$ cat config.mk
export PLATFORM = sky130hd
export DESIGN_NAME = cornet_cpu
export DESIGN_NICKNAME = d
export VERILOG_FILES = /design/src/rtl/cpu_bus_pkg.sv /design/src/rtl/cpu_isa_pkg.sv /design/src/rtl/data_bus_if.sv /design/src/rtl/bus_access.sv /design/src/rtl/cornet_cpu.sv /design/src/rtl/cpu_decode.sv /design/src/rtl/cpu_execute.sv /design/src/rtl/cpu_fetch.sv
export SDC_FILE = /design/constraint.sdc
export NUM_CORES = 1
export LEC_CHECK = 0
export BUFFER_PORTS_ARGS = -buffer_cell sky130_fd_sc_hd__buf_2
export CAP_MARGIN = 25
export CORE_UTILIZATION = 56
export DETAILED_ROUTE_END_ITERATION = 7
export MAX_ROUTING_LAYER = met4
export PLACE_DENSITY = 0.72
export SLEW_MARGIN = 20
export SYNTH_ARGS = -nofsm -noshare
export SYNTH_HDL_FRONTEND = slang
export SYNTH_SLANG_ARGS = --single-unit
$ cat constraint.sdc
create_clock -name clk -period 5.5 [get_ports clk]
set_input_delay 1.65 -clock clk [delete_from_list [all_inputs] [get_ports clk]]
set_output_delay 1.65 -clock clk [all_outputs]
set_load 0.01 [all_outputs]
$ cat src/rtl/cpu_bus_pkg.sv
// cornet cpu memory bus definitions
// bus widths, fixed addresses and the read sequencer states of the bus unit

package cpu_bus_pkg;

   localparam int ADDR_W = 16;
   localparam int DATA_W = 8;

   localparam logic [ADDR_W-1:0] RESET_VECTOR = 16'hFFFC;   // low byte of the start address
   localparam logic [DATA_W-1:0] ZERO_PAGE    = 8'h00;      // high byte for zero page operands

   //////////////////////////////
   // bus unit read states
   localparam int RD_W = 2;

   localparam logic [RD_W-1:0] RD_IDLE   = 2'd0;
   localparam logic [RD_W-1:0] RD_BYTE   = 2'd1;
   localparam logic [RD_W-1:0] RD_WORD_L = 2'd2;
   localparam logic [RD_W-1:0] RD_WORD_H = 2'd3;

endpackage

$ cat src/rtl/cpu_isa_pkg.sv
// cornet cpu instruction set
// opcode values of the supported 6502 subset, internal operation codes,
// sequencer states and the operand word

package cpu_isa_pkg;

   localparam logic [7:0] OPC_JMP     = 8'h4C;
   localparam logic [7:0] OPC_LDY_IMM = 8'hA0;
   localparam logic [7:0] OPC_LDX_IMM = 8'hA2;
   localparam logic [7:0] OPC_LDA_ZP  = 8'hA5;
   localparam logic [7:0] OPC_LDA_IMM = 8'hA9;
   localparam logic [7:0] OPC_LDA_ABS = 8'hAD;
   localparam logic [7:0] OPC_STA_ZP  = 8'h85;
   localparam logic [7:0] OPC_STA_ABS = 8'h8D;
   localparam logic [7:0] OPC_CPY     = 8'hC0;
   localparam logic [7:0] OPC_INY     = 8'hC8;
   localparam logic [7:0] OPC_CMP     = 8'hC9;
   localparam logic [7:0] OPC_CPX     = 8'hE0;
   localparam logic [7:0] OPC_INX     = 8'hE8;
   localparam logic [7:0] OPC_BNE     = 8'hD0;
   localparam logic [7:0] OPC_BEQ     = 8'hF0;

   //////////////////////////////
   // internal operations
   localparam int OP_W = 4;

   localparam logic [OP_W-1:0] OP_NOP       = 4'd0;    // also the idle value between ops
   localparam logic [OP_W-1:0] OP_RESET     = 4'd1;
   localparam logic [OP_W-1:0] OP_JMP       = 4'd2;
   localparam logic [OP_W-1:0] OP_BRANCH    = 4'd3;
   localparam logic [OP_W-1:0] OP_NO_BRANCH = 4'd4;
   localparam logic [OP_W-1:0] OP_LDA       = 4'd5;
   localparam logic [OP_W-1:0] OP_LDX       = 4'd6;
   localparam logic [OP_W-1:0] OP_LDY       = 4'd7;
   localparam logic [OP_W-1:0] OP_LDA_MEM   = 4'd8;
   localparam logic [OP_W-1:0] OP_STA       = 4'd9;
   localparam logic [OP_W-1:0] OP_INX       = 4'd10;
   localparam logic [OP_W-1:0] OP_INY       = 4'd11;
   localparam logic [OP_W-1:0] OP_CMP       = 4'd12;
   localparam logic [OP_W-1:0] OP_CPX       = 4'd13;
   localparam logic [OP_W-1:0] OP_CPY       = 4'd14;

   //////////////////////////////
   // instruction sequencer states
   localparam int FS_W = 3;

   localparam logic [FS_W-1:0] FS_WAIT      = 3'd0;
   localparam logic [FS_W-1:0] FS_RESET     = 3'd1;
   localparam logic [FS_W-1:0] FS_FETCH     = 3'd2;
   localparam logic [FS_W-1:0] FS_LOAD      = 3'd3;
   localparam logic [FS_W-1:0] FS_EXECUTE   = 3'd4;
   localparam logic [FS_W-1:0] FS_EXEC_WAIT = 3'd5;

   typedef union packed {
      logic [cpu_bus_pkg::ADDR_W-1:0] word;       // absolute address, jump target, vector
      struct packed {
         logic [cpu_bus_pkg::DATA_W-1:0] hi;
         logic [cpu_bus_pkg::DATA_W-1:0] lo;      // immediate, zero page address or offset
      } bytes;
   } operand_u;

endpackage

$ cat src/rtl/data_bus_if.sv
// operand channel between decode, execute and the bus unit
// carries byte and word read requests, the load read, stores and the read result

interface data_bus_if;
   import cpu_bus_pkg::*;
   import cpu_isa_pkg::*;

   logic              rd_byte;      // one cycle strobes from decode
   logic              rd_word;
   logic [ADDR_W-1:0] rd_addr;
   logic              mem_rd;       // second read of a memory load
   logic [ADDR_W-1:0] mem_addr;
   logic              wr_en;
   logic [ADDR_W-1:0] wr_addr;
   logic [DATA_W-1:0] wr_data;
   logic              ack;          // one pulse per completed read
   operand_u          operand;

   modport decode (output rd_byte, rd_word, rd_addr);

   modport execute (output mem_rd, mem_addr, wr_en, wr_addr, wr_data,
                    input ack, operand);

   modport unit (input rd_byte, rd_word, rd_addr, mem_rd, mem_addr,
                 input wr_en, wr_addr, wr_data,
                 output ack, operand);

endinterface

$ cat src/rtl/bus_access.sv
// bus unit
// runs byte and word operand reads on the memory port, low byte first,
// performs stores and shares the port with the opcode fetch

module bus_access (
   input  logic                           clk,
   input  logic                           reset_n,
   data_bus_if.unit                       bus,
   input  logic                           fetch_req,
   input  logic                           fetch_hold,
   input  logic [cpu_bus_pkg::ADDR_W-1:0] fetch_addr,
   output logic [cpu_bus_pkg::DATA_W-1:0] fetch_data,
   output logic                           fetch_ack,
   output logic [cpu_bus_pkg::ADDR_W-1:0] addr,
   output logic [cpu_bus_pkg::DATA_W-1:0] wr_data,
   output logic                           wr_en,
   output logic                           rd_req,
   input  logic [cpu_bus_pkg::DATA_W-1:0] rd_data,
   input  logic                           ready
);
   import cpu_bus_pkg::*;

   logic [RD_W-1:0]   rd_state;
   logic [ADDR_W-1:0] bus_addr;
   logic              bus_rd_req;
   logic              rd_start;

   assign rd_start   = bus.rd_byte | bus.rd_word | bus.mem_rd;
   assign rd_req     = fetch_req | bus_rd_req;
   assign addr       = fetch_hold ? fetch_addr : bus_addr;
   assign fetch_data = rd_data;
   assign fetch_ack  = fetch_hold & ready & ~fetch_req;   // ready with the strobe is ignored

   always_ff @(posedge clk)
   begin
      if (!reset_n)
      begin
         rd_state   <= RD_IDLE;
         bus_rd_req <= 1'b0;
         bus.ack    <= 1'b0;
         wr_en      <= 1'b0;
      end
      else
      begin
         bus_rd_req <= 1'b0;
         bus.ack    <= 1'b0;
         wr_en      <= 1'b0;
         if (rd_start)
         begin
            bus_addr   <= bus.mem_rd ? bus.mem_addr : bus.rd_addr;
            bus_rd_req <= 1'b1;
            rd_state   <= bus.rd_word ? RD_WORD_L : RD_BYTE;
         end
         else if (bus.wr_en)
         begin
            bus_addr <= bus.wr_addr;
            wr_data  <= bus.wr_data;
            wr_en    <= 1'b1;
         end
         else if (ready && !bus_rd_req)
         begin
            case (rd_state)
               RD_BYTE:
               begin
                  bus.operand.bytes.lo <= rd_data;
                  bus.ack              <= 1'b1;
                  rd_state             <= RD_IDLE;
               end
               RD_WORD_L:
               begin
                  bus.operand.bytes.lo <= rd_data;
                  bus_addr             <= bus_addr + 1'b1;   // high byte follows
                  bus_rd_req           <= 1'b1;
                  rd_state             <= RD_WORD_H;
               end
               RD_WORD_H:
               begin
                  bus.operand.bytes.hi <= rd_data;
                  bus.ack              <= 1'b1;
                  rd_state             <= RD_IDLE;
               end
               default:
                  ;      // ready of an opcode fetch
            endcase
         end
      end
   end

endmodule

$ cat src/rtl/cornet_cpu.sv
// cornet cpu top level
// small 6502 style cpu on one byte wide memory port with read strobe and ready

module cornet_cpu (
   input  logic                           clk,
   input  logic                           reset_n,
   output logic [cpu_bus_pkg::ADDR_W-1:0] addr,
   input  logic [cpu_bus_pkg::DATA_W-1:0] rd_data,
   output logic [cpu_bus_pkg::DATA_W-1:0] wr_data,
   output logic                           wr_en,
   output logic                           rd_req,
   input  logic                           ready
);
   import cpu_bus_pkg::*;
   import cpu_isa_pkg::*;

   logic              start;
   logic              reset_start;
   logic [7:0]        opcode;
   logic [ADDR_W-1:0] pc;
   logic [OP_W-1:0]   op;
   logic [1:0]        pc_delta;
   logic              done;
   logic [ADDR_W-1:0] pc_next;
   logic              flag_z;
   logic              fetch_req;
   logic              fetch_hold;
   logic [ADDR_W-1:0] fetch_addr;
   logic [DATA_W-1:0] fetch_data;
   logic              fetch_ack;

   data_bus_if data_bus ();

   cpu_fetch u_fetch (
      .clk         (clk),
      .reset_n     (reset_n),
      .done        (done),
      .pc_next     (pc_next),
      .fetch_data  (fetch_data),
      .fetch_ack   (fetch_ack),
      .fetch_req   (fetch_req),
      .fetch_hold  (fetch_hold),
      .fetch_addr  (fetch_addr),
      .pc          (pc),
      .opcode      (opcode),
      .start       (start),
      .reset_start (reset_start)
   );

   cpu_decode u_decode (
      .clk         (clk),
      .reset_n     (reset_n),
      .start       (start),
      .reset_start (reset_start),
      .opcode      (opcode),
      .pc          (pc),
      .flag_z      (flag_z),
      .bus         (data_bus.decode),
      .op          (op),
      .pc_delta    (pc_delta)
   );

   cpu_execute u_execute (
      .clk      (clk),
      .reset_n  (reset_n),
      .op       (op),
      .pc_delta (pc_delta),
      .pc       (pc),
      .bus      (data_bus.execute),
      .done     (done),
      .pc_next  (pc_next),
      .flag_z   (flag_z)
   );

   bus_access u_bus (
      .clk        (clk),
      .reset_n    (reset_n),
      .bus        (data_bus.unit),
      .fetch_req  (fetch_req),
      .fetch_hold (fetch_hold),
      .fetch_addr (fetch_addr),
      .fetch_data (fetch_data),
      .fetch_ack  (fetch_ack),
      .addr       (addr),
      .wr_data    (wr_data),
      .wr_en      (wr_en),
      .rd_req     (rd_req),
      .rd_data    (rd_data),
      .ready      (ready)
   );

endmodule

$ cat src/rtl/cpu_decode.sv
// opcode decoder
// maps the fetched opcode to an operation and an instruction length and
// issues the operand read at pc+1, or the word read of the reset vector

module cpu_decode (
   input  logic                           clk,
   input  logic                           reset_n,
   input  logic                           start,
   input  logic                           reset_start,
   input  logic [7:0]                     opcode,
   input  logic [cpu_bus_pkg::ADDR_W-1:0] pc,
   input  logic                           flag_z,
   data_bus_if.decode                     bus,
   output logic [cpu_isa_pkg::OP_W-1:0]   op,
   output logic [1:0]                     pc_delta
);
   import cpu_bus_pkg::*;
   import cpu_isa_pkg::*;

   logic [OP_W-1:0] dec_op;
   logic [1:0]      dec_len;

   always_comb
   begin
      case (opcode)
         OPC_JMP:                 dec_op = OP_JMP;
         OPC_LDA_IMM:             dec_op = OP_LDA;
         OPC_LDX_IMM:             dec_op = OP_LDX;
         OPC_LDY_IMM:             dec_op = OP_LDY;
         OPC_LDA_ZP, OPC_LDA_ABS: dec_op = OP_LDA_MEM;
         OPC_STA_ZP, OPC_STA_ABS: dec_op = OP_STA;
         OPC_INX:                 dec_op = OP_INX;
         OPC_INY:                 dec_op = OP_INY;
         OPC_CMP:                 dec_op = OP_CMP;
         OPC_CPX:                 dec_op = OP_CPX;
         OPC_CPY:                 dec_op = OP_CPY;
         OPC_BNE:                 dec_op = flag_z ? OP_NO_BRANCH : OP_BRANCH;
         OPC_BEQ:                 dec_op = flag_z ? OP_BRANCH : OP_NO_BRANCH;
         default:                 dec_op = OP_NO_BRANCH;   // unknown opcode steps one byte
      endcase
   end

   always_comb
   begin
      case (opcode)
         OPC_JMP, OPC_LDA_ABS, OPC_STA_ABS:
            dec_len = 2'd3;
         OPC_LDA_IMM, OPC_LDX_IMM, OPC_LDY_IMM,
         OPC_LDA_ZP, OPC_STA_ZP,
         OPC_CMP, OPC_CPX, OPC_CPY,
         OPC_BNE, OPC_BEQ:
            dec_len = 2'd2;
         default:
            dec_len = 2'd1;
      endcase
   end

   always_ff @(posedge clk)
   begin
      if (!reset_n)
      begin
         op          <= OP_NOP;
         bus.rd_byte <= 1'b0;
         bus.rd_word <= 1'b0;
      end
      else
      begin
         op          <= OP_NOP;              // op is shown to execute for one cycle
         bus.rd_byte <= 1'b0;
         bus.rd_word <= 1'b0;
         if (reset_start)
         begin
            op          <= OP_RESET;
            pc_delta    <= 2'd0;
            bus.rd_word <= 1'b1;
            bus.rd_addr <= RESET_VECTOR;
         end
         else if (start)
         begin
            op          <= dec_op;
            pc_delta    <= dec_len;
            bus.rd_addr <= pc + 1'b1;
            // a branch that is not taken needs no offset
            bus.rd_byte <= (dec_len == 2'd2) && (dec_op != OP_NO_BRANCH);
            bus.rd_word <= (dec_len == 2'd3);
         end
      end
   end

endmodule

$ cat src/rtl/cpu_execute.sv
// execute stage
// holds a, x, y and the z flag, applies each operation once its operand
// has arrived, issues the load read or the store and computes the next pc

module cpu_execute (
   input  logic                           clk,
   input  logic                           reset_n,
   input  logic [cpu_isa_pkg::OP_W-1:0]   op,
   input  logic [1:0]                     pc_delta,
   input  logic [cpu_bus_pkg::ADDR_W-1:0] pc,
   data_bus_if.execute                    bus,
   output logic                           done,
   output logic [cpu_bus_pkg::ADDR_W-1:0] pc_next,
   output logic                           flag_z
);
   import cpu_bus_pkg::*;
   import cpu_isa_pkg::*;

   logic [DATA_W-1:0] reg_a;
   logic [DATA_W-1:0] reg_x;
   logic [DATA_W-1:0] reg_y;
   logic [OP_W-1:0]   cur_op;
   logic              mem_phase;        // load read in flight
   logic              st_phase;         // store issued last cycle
   logic [DATA_W-1:0] byte_in;
   logic [ADDR_W-1:0] pc_step;
   logic [ADDR_W-1:0] op_addr;
   logic [ADDR_W-1:0] target;

   assign byte_in = bus.operand.bytes.lo;
   assign pc_step = pc + ADDR_W'(pc_delta);
   assign op_addr = (pc_delta == 2'd2) ? {ZERO_PAGE, byte_in} : bus.operand.word;

   always_comb
   begin
      case (cur_op)
         OP_RESET, OP_JMP:
            target = bus.operand.word;
         OP_BRANCH:   // offset counts from the byte after the branch
            target = pc + ADDR_W'(2) + {{(ADDR_W-DATA_W){byte_in[DATA_W-1]}}, byte_in};
         default:
            target = pc_step;
      endcase
   end

   always_ff @(posedge clk)
   begin
      if (!reset_n)
      begin
         done       <= 1'b0;
         bus.mem_rd <= 1'b0;
         bus.wr_en  <= 1'b0;
         cur_op     <= OP_NOP;
         mem_phase  <= 1'b0;
         st_phase   <= 1'b0;
         flag_z     <= 1'b0;
      end
      else
      begin
         done       <= 1'b0;
         bus.mem_rd <= 1'b0;
         bus.wr_en  <= 1'b0;
         if (op != OP_NOP)
         begin
            cur_op    <= op;
            mem_phase <= 1'b0;
            st_phase  <= 1'b0;
            // ops without an operand finish at once
            case (op)
               OP_INX:
               begin
                  reg_x   <= reg_x + 1'b1;
                  flag_z  <= (reg_x == '1);
                  pc_next <= pc_step;
                  done    <= 1'b1;
               end
               OP_INY:
               begin
                  reg_y   <= reg_y + 1'b1;
                  flag_z  <= (reg_y == '1);
                  pc_next <= pc_step;
                  done    <= 1'b1;
               end
               OP_NO_BRANCH:
               begin
                  pc_next <= pc_step;
                  done    <= 1'b1;
               end
               default:
                  ;
            endcase
         end
         else if (bus.ack && !mem_phase && (cur_op == OP_LDA_MEM))
         begin
            bus.mem_rd   <= 1'b1;
            bus.mem_addr <= op_addr;
            mem_phase    <= 1'b1;
         end
         else if (bus.ack && (cur_op == OP_STA))
         begin
            bus.wr_en   <= 1'b1;
            bus.wr_addr <= op_addr;
            bus.wr_data <= reg_a;
            st_phase    <= 1'b1;
         end
         else if (bus.ack || st_phase)
         begin
            mem_phase <= 1'b0;
            st_phase  <= 1'b0;
            pc_next   <= target;
            done      <= 1'b1;
            case (cur_op)
               OP_RESET:
               begin
                  reg_a <= '0;
                  reg_x <= '0;
                  reg_y <= '0;
               end
               OP_LDA, OP_LDA_MEM:
               begin
                  reg_a  <= byte_in;
                  flag_z <= (byte_in == '0);
               end
               OP_LDX:
               begin
                  reg_x  <= byte_in;
                  flag_z <= (byte_in == '0);
               end
               OP_LDY:
               begin
                  reg_y  <= byte_in;
                  flag_z <= (byte_in == '0);
               end
               OP_CMP: flag_z <= (reg_a == byte_in);
               OP_CPX: flag_z <= (reg_x == byte_in);
               OP_CPY: flag_z <= (reg_y == byte_in);
               default:
                  ;
            endcase
         end
      end
   end

endmodule

$ cat src/rtl/cpu_fetch.sv
// instruction sequencer
// runs the reset vector load once, then fetches one opcode at a time
// and waits for execute to finish before moving the pc

module cpu_fetch (
   input  logic                           clk,
   input  logic                           reset_n,
   input  logic                           done,
   input  logic [cpu_bus_pkg::ADDR_W-1:0] pc_next,
   input  logic [7:0]                     fetch_data,
   input  logic                           fetch_ack,
   output logic                           fetch_req,
   output logic                           fetch_hold,
   output logic [cpu_bus_pkg::ADDR_W-1:0] fetch_addr,
   output logic [cpu_bus_pkg::ADDR_W-1:0] pc,
   output logic [7:0]                     opcode,
   output logic                           start,
   output logic                           reset_start
);
   import cpu_isa_pkg::*;

   logic [FS_W-1:0] state;

   assign fetch_req   = (state == FS_FETCH);
   assign fetch_hold  = (state == FS_FETCH) || (state == FS_LOAD);   // port address follows pc
   assign fetch_addr  = pc;
   assign start       = (state == FS_EXECUTE);
   assign reset_start = (state == FS_RESET);

   always_ff @(posedge clk)
   begin
      if (!reset_n)
      begin
         state <= FS_WAIT;
      end
      else
      begin
         case (state)
            FS_WAIT:
               state <= FS_RESET;
            FS_RESET:
               state <= FS_EXEC_WAIT;         // vector load ends like an instruction
            FS_FETCH:
               state <= FS_LOAD;
            FS_LOAD:
               if (fetch_ack)
               begin
                  opcode <= fetch_data;
                  state  <= FS_EXECUTE;
               end
            FS_EXECUTE:
               state <= FS_EXEC_WAIT;
            FS_EXEC_WAIT:
               if (done)
               begin
                  pc    <= pc_next;
                  state <= FS_FETCH;
               end
            default:
               state <= FS_WAIT;
         endcase
      end
   end

endmodule

Yosys cells after proc, flatten, opt, wreduce, memory -nomap -nowiden
Cells that the tools add are included.
{"block": "word_totals", "rom_bits": 0, "word_cells": 233, "reg_bits": 186, "mem_count": 0, "ram_bits": 0, "latch_bits": 0}
{"block": "classes", "n_eq_ne": 56, "n_lt_le_gt_ge": 0, "reduce_logical": 58, "n_bitwise": 14, "muxes": 67, "shift": 0, "multipliers": 0, "addsub": 7, "div": 0}
{"cell": "$mux W16", "n": 13}
{"cell": "$eq A8 B8 Y1 const B", "n": 16}
{"cell": "$mux W8", "n": 10}
{"cell": "$pmux W4 S13", "n": 1}
{"cell": "$pmux W8 S2", "n": 3}
{"cell": "$add A16 B1 Y16 const B", "n": 2}
{"cell": "$pmux W16 S2", "n": 1}
{"cell": "$eq A4 B4 Y1 const B", "n": 7}
{"cell": "$mux W1", "n": 25}
{"cell": "$eq A8 B8 Y1", "n": 3}
{"cell": "$reduce_and A5 Y1", "n": 4}
{"cell": "$reduce_and A3 Y1", "n": 6}
{"cell": "$reduce_and A6 Y1", "n": 3}
{"cell": "$reduce_or A2 Y1", "n": 9}
{"cell": "$add A16 B16 Y16", "n": 1}
{"cell": "$add A16 B2 Y16", "n": 1}
{"cell": "$add A16 B2 Y16 const B", "n": 1}
{"cell": "$add A8 B1 Y8 const B", "n": 2}
{"cell": "$eq A4 B3 Y1 const B", "n": 4}
{"cell": "$pmux W3 S5", "n": 1}
{"cell": "$reduce_bool A3 Y1", "n": 5}
{"cell": "$mux W3", "n": 4}
{"cell": "$reduce_bool A2 Y1", "n": 6}
{"cell": "$reduce_or A3 Y1", "n": 4}
{"cell": "other kinds (30)", "n": 70}

Longest topological paths before layout
Gate-level depths: netlist (run 1).
{"block": "depth", "ltp_word": 7, "mapped_depth": 12}

Hierarchy
Synthesis (run 1) repeated with hierarchy kept, for this count alone.
{"block": "unflattened", "hier_cells": 965, "area_unflattened_um2": 10646.5}
{"module": "cpu_execute", "cells_each": 540, "area_each_um2": 5637.9, "n_inst": 1, "seq_area_each_um2": 2602.5}
{"module": "bus_access", "cells_each": 220, "area_each_um2": 2555.0, "n_inst": 1, "seq_area_each_um2": 1301.2}
{"module": "cpu_decode", "cells_each": 143, "area_each_um2": 1443.9, "n_inst": 1, "seq_area_each_um2": 660.6}
{"module": "cpu_fetch", "cells_each": 62, "area_each_um2": 1009.7, "n_inst": 1, "seq_area_each_um2": 780.7}

Least setup slack after synthesis (run 1)
OpenSTA, ideal clock, no wires.
{"block": "synth_path", "kind": "input to register", "start": "in ready", "end": "reg u_bus.bus_addr[0], enable pin", "path_stages": 3, "path_slack_ns": 1.959, "t_required_ns": 5.086, "n_path_buf": 0, "arrival_time_ns": 3.127, "cell_sequence": "nor2b_1 nand2_1 a21boi_0"}
{"block": "synth_between", "elab_chain_len": 3}
{"element": "start, declared", "line_no": "cornet_cpu.sv:12", "rtl": "input logic ready"}
{"element": "$logic_and A1 B1 Y1", "line_no": "bus_access.sv:60", "rtl": "else if (ready && !bus_rd_req)"}
{"element": "$reduce_bool A3 Y1 (no line)"}
{"element": "$reduce_and A3 Y1 (no line)"}
{"element": "end signal, assigned", "line_no": "bus_access.sv:50", "rtl": "bus_addr <= bus.mem_rd ? bus.mem_addr : bus.rd_addr;"}
{"element": "end signal, assigned", "line_no": "bus_access.sv:56", "rtl": "bus_addr <= bus.wr_addr;"}
{"element": "end signal, assigned", "line_no": "bus_access.sv:72", "rtl": "bus_addr <= bus_addr + 1'b1;"}
{"element": "end, declared", "line_no": "bus_access.sv:24", "rtl": "logic [ADDR_W-1:0] bus_addr;"}
No other way between the ends.
A chain may end at the register's enable or synchronous reset.

Final worst setup path (run 1)
{"block": "layout_path", "start": "reg u_fetch.state[2]", "end": "out addr[13] (netlist name)"}
{"block": "layout_between", "elab_chain_len": 3}
{"element": "start, declared", "line_no": "cpu_fetch.sv:22", "rtl": "logic [FS_W-1:0] state;"}
{"element": "start signal, assigned", "line_no": "cpu_fetch.sv:34", "rtl": "state <= FS_WAIT;"}
{"element": "start signal, assigned", "line_no": "cpu_fetch.sv:40", "rtl": "state <= FS_RESET;"}
{"element": "start signal, assigned", "line_no": "cpu_fetch.sv:42", "rtl": "state <= FS_EXEC_WAIT;"}
{"element": "$eq A3 B2 Y1", "line_no": "cpu_fetch.sv:25", "rtl": "assign fetch_hold = (state == FS_FETCH) || (state == FS_LOAD);"}
{"element": "$logic_or A1 B1 Y1 (*)", "line_no": "cpu_fetch.sv:25"}
{"element": "$mux W16 (*)", "line_no": "bus_access.sv:30", "rtl": "assign addr = fetch_hold ? fetch_addr : bus_addr;"}
{"element": "end, declared", "line_no": "cornet_cpu.sv:7", "rtl": "output logic [cpu_bus_pkg::ADDR_W-1:0] addr,"}
Mark *: on every way between the ends. The rest lies on a longest branch, timed or not.

==> impl_results.md, run 1 <==
* Status: completed
* TritonCTS Sinks at 186
* Pre-CTS WS at 1.959 ns
* LEAKAGE at 3.880 nW
* Vias after detailed routing at 7250
* Finished Core Util at 0.6317
* Antenna diodes at 0
* Setup crit end kind: output pin
* Final Worst Setup Slack at 1.671 ns
* WHS Path Cells at 0
* Vias in the first global route at 6582
* Sequential share of the synthesized area at 0.5318
* Sequential share of power at 0.525
* Routed wire length at 23.02 mm
* Postcts setup bufs at 0
* Power Density at 278.6 nW/um^2
* RSZ-0062 raised after global routing: no
* Final net count at 981
* Slew Limit Fails at 0
* Fmax at 261.2 MHz
* Setup Crit Path Kind: flip-flop to output pin
* Switching part of the total at 0.2415
* Area fraction of the dominant cell type after synthesis at 0.4840
* Total grt overflow at 0
* H-Tree Depth at 4
* FP Rows at 48
* Avg Vias per Cell at 6.213
* Yosys cell types at 65
* I/O Pins at 37
* DRT iter0 DRCs at 945
* Fin crit share at 0.6962
* Slowest stage cell, crit path: nand2_1
* Min Hold Slack at 0.4080 ns
* CTS root buf: clkbuf_16
* CTS Buffer Depth at 2
* Height of the die at 136.0 um
* Hold Crit Class: flip-flop to flip-flop
* Internal power at 2.325 mW
* Maximum VDD drop at 0.2432 mV
* Drt wl/cell at 19.72 um
* CP Max Fanout at 21
* Netlist Area Pre-Place at 10050 um^2
* Largest net degree at the start of global routing at 39
* Remaining routing DRC violations at 0
* Worst path max stage delay at 0.66 ns
* Ys Warns at 0
* First-pass GRT wire length at 35.80 mm
* Power share of the clock group at 0.403
* Cell accounting for the most synthesized area: edfxtp_1
* P_sw at 0.7400 mW
* Arr. time, crit path at 2.18 ns
* Worst clock skew at 0.02090 ns
* Final setup vio count at 0
* Endpoints failing hold at 0
* Async SR Flop Fraction at 0
* Placer Congestion at 0.8474
* DR pass1 iterations at 5
* Maxcap violations at 0
* Actual slew at the worst max-slew pin at 1.022 ns
* Critical Path, Cell by Cell: inv_1 > nand2_1 > mux2_2 > buf_2
* CTS Buf Count at 17
* Post-CTS Resized at 0
* Die area at 18490 um^2
* DP HPWL at 16.34 mm
* Final worst path period need at 3.829 ns
* FF-to-FF path depth at 11
* CP Data Required Time at 3.85 ns
* Count leader, synth: edfxtp_1
* Commonest cells post-synth: 162 x edfxtp_1, 60 x nand2_1, 57 x nor2_1, 53 x o21ai_0, 40 x xor2_1
* Setup crit start kind: flip-flop
* CTS tree: built
* Max_slew headroom at 0.3135
* Die X at 136.0 um
* Net count after synthesis at 967
* Layout cells sized above 1 at 0.1083
* Count of input and output buffers at 36
* Cts hold-fix bufs at 0
* Initial Utilization at 0.5771
* TNS Setup at 0 ns
* Avg Inst Size Synth at 10.98 um^2
* Gate power share at 0.072
* Total track usage at 0.2670
* Initial antenna violation count at 0
* Cell count after synthesis at 915
* Layout area overhead at 9.461%
* Clk slew on worst S/H paths at 0.07 ns
* Post-synth top flop: edfxtp_1
* CORE AREA at 17420 um^2
* Clk Latency, worst-skew pair at 0.44 ns
* #FFs+latches synth at 186
* Number of nets with antenna violations after routing at 0
* Synth top area cells: edfxtp_1 48%, ha_1 4.9%, dfxtp_1 4.8%
* EDFF count, synth at 162
critical path, delay by kind of cell (launching register included):
family                 cells  cell delay (ns)
buffers and inverters      2             0.26
DFF                        1             0.39
muxes                      1             0.42
and+or+nand+nor            1             0.66
flip-flops by register name, summed over array words and instances (netlist names), 2 cells and up:
register / flops
u_execute.reg_y: 8
u_bus.wr_data: 8
u_decode.pc_delta: 2
u_bus.bus.operand: 16
u_execute.bus.wr_addr: 16
u_fetch.opcode: 8
u_decode.op: 4
u_decode.bus.rd_addr: 16
u_fetch.state: 3
u_bus.rd_state: 2
u_fetch.fetch_addr: 16
u_execute.bus.mem_addr: 16
u_execute.reg_x: 8
u_execute.reg_a: 8
u_bus.bus_addr: 16
u_execute.cur_op: 4
u_execute.bus.wr_data: 8
u_execute.pc_next: 16
cell usage in the layout, fill, tap and decap left out, types with 14 or more instances in the layout:
cell,n
nand4_1,14
nor2_1,56
nand3_1,31
inv_1,32
xnor2_1,32
dfxtp_1,24
nor2b_1,15
mux2i_1,16
o21ai_0,53
and2_1,22
ha_1,39
mux2_2,14
clkbuf_16,18
nor3_1,23
a21oi_1,36
nand2b_1,19
buf_2,36
nand2_1,60
xor2_1,40
edfxtp_1,162
power groups by stage:
stage	registers [mW]	clock network (mW)	logic [mW]
6_report	1.61	1.23	0.222
4_1_cts	1.61	1.24	0.219
3_3_place_gp	1.64	0	0.213
2_1_floorplan	1.61	0	0.174
3_5_place_dp	1.64	0	0.216
5_1_grt	1.61	1.30	0.248
area by class of cell:
type	instances	area [um^2]
Clock buffer	18	450.4
Clock inverter	14	150.1
Fill cell	1365	6415
Inverter	32	120.1
Multi-Input combinational cell	647	4399
Sequential cell	186	5345
Tap cell	225	281.5
Timing Repair Buffer	45	255.2
worst paths after layout:
path	from	slack, ns	to
worst max-delay path	u_fetch.state[2]	1.67	addr[13]
worst min-delay path	u_execute.pc_next[12]	0.41	u_fetch.fetch_addr[12]
worst max register to register	u_bus.bus.operand[1]	1.84	u_execute.pc_next[13]
worst min register to register	u_execute.pc_next[12]	0.41	u_fetch.fetch_addr[12]
per-stage QoR:
| stage | instances | instance area (um^2) | total power [mW] |
|---|---|---|---|
| after global routing | 1167 | 11000 | 3.155 |
| after detailed placement | 1135 | 10400 | 1.855 |
| after floorplan | 915 | 10050 | 1.788 |
| after global placement | 1134 | 10380 | 1.850 |
| final | 1167 | 11000 | 3.065 |
| after CTS | 1167 | 11000 | 3.070 |
cells by family (layout without fill, tap and decap cells):
kind of cell | after synthesis | in the layout | synth area share
muxes | 30 | 30 | 0.03162
DFF | 186 | 186 | 0.5318
AOI/OAI and AO/OA | 207 | 207 | 0.1335
buffers and inverters | 82 | 109 | 0.03249
xor gates and xnor gates | 72 | 72 | 0.06274
adders and majority gates | 41 | 41 | 0.05253
and+or+nand+nor | 297 | 297 | 0.1554
per-layer routing:
layer / up-vias / track usage / wire length (um)
met4: 0 / 0.06728 / 237
li1: 3452 / - / -
met2: 290 / 0.3668 / 9640
met5: - / - / 0
met3: 19 / 0.05444 / 1791
met1: 3489 / 0.4006 / 11350
Power figures use the tool's default switching activity.
==> inputs of run 2 (changes only) <==
- ABC_AREA: unset -> 1
- PLACE_DENSITY: 0.72 -> 0.75
- clock period: 5.5 -> 3.29 ns (I/O delays scaled with it)
==> run 2 against run 1 <==
Clock power up 71%. Design area increased by 1.9%. Worst hold slack better by 0.0071 ns. Via count up 12%. Final cell count grew 21%. Synthesized cell count grew 22%. Non-clock buffer count rose by 12. First-iteration DRC count increased by 2.0%. Sequential power up 84%. Global-route usage rose by 2.4 points. Setup slack worse by 1.2 ns.
==> impl_results.md, run 2 <==
* Status: completed
* I/O Pins at 37
* Vias in the first global route at 7431
* Most common cell after layout, fill and taps aside: nand2_1
* Cell accounting for the most synthesized area: edfxtp_1
* TritonCTS Sinks at 186
* RSZ-0062 raised after global routing: no
* Commonest non-fill, non-tap cells in the layout: 249 x nand2_1, 162 x edfxtp_1, 151 x inv_1, 113 x nor2_1, 62 x o21ai_0
* Drt wl/cell at 17.90 um
* Net count after synthesis at 1164
* Initial Utilization at 0.5765
* Vias after detailed routing at 8156
* Cts hold-fix bufs at 0
* Total power at 6.449 mW
* DP HPWL at 18.76 mm
* Netlist Area Pre-Place at 10040 um^2
* Min Hold Slack at 0.4151 ns
* Post-CTS Resized at 0
* Finished Core Util at 0.6435
* Slowest stage cell, crit path: fa_1
* CTS root buf: clkbuf_16
* Hold Crit Class: flip-flop to flip-flop
* Yosys cell types at 49
* Total grt overflow at 0
* Clk Latency, worst-skew pair at 0.44 ns
* Cell count after synthesis at 1112
* Final Worst Setup Slack at 0.5072 ns
* First-pass GRT wire length at 38.95 mm
* Setup crit end kind: flip-flop
* Avg Inst Size Synth at 9.030 um^2
* CP Depth at 17
* Final net count at 1221
* Arr. time, crit path at 2.99 ns
* FF-to-FF path depth at 17
* Avg Vias per Cell at 5.797
* Critical Path, Cell by Cell: inv_1 > ha_1 > inv_1 > ha_1 > fa_1 > nand3_1 > nand2_1 > nand3_1 > nand2_1 > nand3_1 > nand2_1 > nand2_1 > nand3_1 > nand3_1 > nand2_1 > nand2_1 > nand2_1
* Final cell count without fillers at 1407
* CTS Buf Count at 17
* Count leader, synth: nand2_1
* Placed cell count at 1375
* CP most frequent cell: nand2_1
* Setup Crit Path Kind: flip-flop to flip-flop
* Async SR Flop Fraction at 0
* Pre-CTS WS at 0.6176 ns
* CP Max Fanout at 5
* Cell family with most CP delay: adder cells
* Total track usage at 0.2905
* Ys Warns at 0
* Fmax at 359.3 MHz
* Number of nets with antenna violations after routing at 0
* Commonest cells post-synth: 249 x nand2_1, 162 x edfxtp_1, 151 x inv_1, 114 x nor2_1, 62 x o21ai_0
* Max_slew headroom at 0.4572
* DR pass1 iterations at 6
* WHS Path Cells at 0
* Remaining routing DRC violations at 0
* Actual slew at the worst max-slew pin at 0.8132 ns
* H-Tree Depth at 4
* Setup crit start kind: flip-flop
* CTS tree: built
* EDFF count, synth at 162
* Final worst path period need at 2.783 ns
* Antenna diodes at 0
* LEAKAGE at 4.633 nW
* Layout area overhead at 11.63%
* Finished Cell Area at 11210 um^2
* Die area at 18470 um^2
* Fin crit share at 0.8458
* Worst R2R Setup Slack at 0.51 ns
* Sequential share of the synthesized area at 0.5323
* Maxcap violations at 0
* CORE AREA at 17420 um^2
* Layout cells sized above 1 at 0.1117
* Post-synth top flop: edfxtp_1
* Power Density at 575.4 nW/um^2
* Area fraction of the dominant cell type after synthesis at 0.4845
* CP Data Required Time at 3.50 ns
* Largest net degree at the start of global routing at 32
* Buf+Inv Stages, Crit Path at 2
* Die X at 135.9 um
* Dpl cell area at 10590 um^2
* Synth top area cells: edfxtp_1 48%, nand2_1 9.3%, inv_1 5.6%
* Postcts setup bufs at 0
* CTS Buffer Depth at 2
* Final setup vio count at 0
* TNS Setup at 0 ns
* Routed wire length at 25.18 mm
* Endpoints failing hold at 0
* FP Rows at 48
* Worst clock skew at 0.008980 ns
* DRT iter0 DRCs at 964
* Clk slew on worst S/H paths at 0.08 ns
* Worst path max stage delay at 0.47 ns
* Maximum VDD drop at 0.4575 mV
* Initial antenna violation count at 0
* Height of the die at 135.9 um
* Count of input and output buffers at 36
* Slew Limit Fails at 0
* Placer Congestion at 1.005
* #FFs+latches synth at 186
run 2: cell types whose count changed after synthesis, sizes merged, moves of 15 or more:
cell,previous run,this run
and2,22,1
clkbuf,39,14
inv,32,163
mux2i,16,0
nand2,60,252
nand2b,19,0
nand3,31,64
nor2,57,122
nor2b,15,0
xnor2,32,6
xor2,40,23
run 2: worst reg2reg max path, cell delays in order, from the launching register on:
cell	delay, ns
edfxtp_1	0.43
inv_1	0.14
ha_1	0.29
inv_1	0.04
ha_1	0.22
fa_1	0.47
nand3_1	0.14
nand2_1	0.10
nand3_1	0.09
nand2_1	0.09
nand3_1	0.08
nand2_1	0.08
nand2_1	0.09
nand3_1	0.07
nand3_1	0.09
nand2_1	0.05
nand2_1	0.05
nand2_1	0.04
run 2: per-layer routing:
layer | global-route usage | vias to the layer above | part of all wire
li1 | - | 3888 | -
met1 | 0.4104 | 3736 | 0.44
met2 | 0.4184 | 467 | 0.44
met3 | 0.04922 | 65 | 0.098
met4 | 0.1117 | 0 | 0.026
met5 | - | - | 0
run 2: final timing paths:
check	start	end
max	u_bus.bus.operand[1]	u_execute.pc_next[13]
min	u_execute.pc_next[6]	u_fetch.fetch_addr[6]
max reg2reg	u_bus.bus.operand[1]	u_execute.pc_next[13]
min reg2reg	u_execute.pc_next[6]	u_fetch.fetch_addr[6]
run 2: area by class of cell:
type / count / area (um^2)
fillers: 1433 / 6208
flip-flops and latches: 186 / 5345
clock buffers: 19 / 475.5
multi-input cells: 743 / 4006
repair buffers: 57 / 337.8
well taps: 225 / 281.5
clock inverters: 13 / 146.4
inverters: 164 / 615.6
run 2: cells by family (layout without fill, tap and decap cells):
logic type	count (synthesis)	after routing	synth area share
AND/OR/NAND/NOR	498	498	0.2157
flip-flops	186	186	0.5323
buffers and inverters	183	253	0.06891
AO/OA/AOI/OAI	168	168	0.09732
adder cells (fa/ha/maj)	41	41	0.05259
XOR/XNOR	29	29	0.02530
multiplexers	7	7	0.007851
run 2: report_power, final:
| group | leakage, nW | switching, mW | internal (mW) |
|---|---|---|---|
| clock | 0.306 | 0.997 | 1.11 |
| combinational | 2.68 | 0.936 | 0.443 |
| sequential | 1.65 | 0.149 | 2.82 |
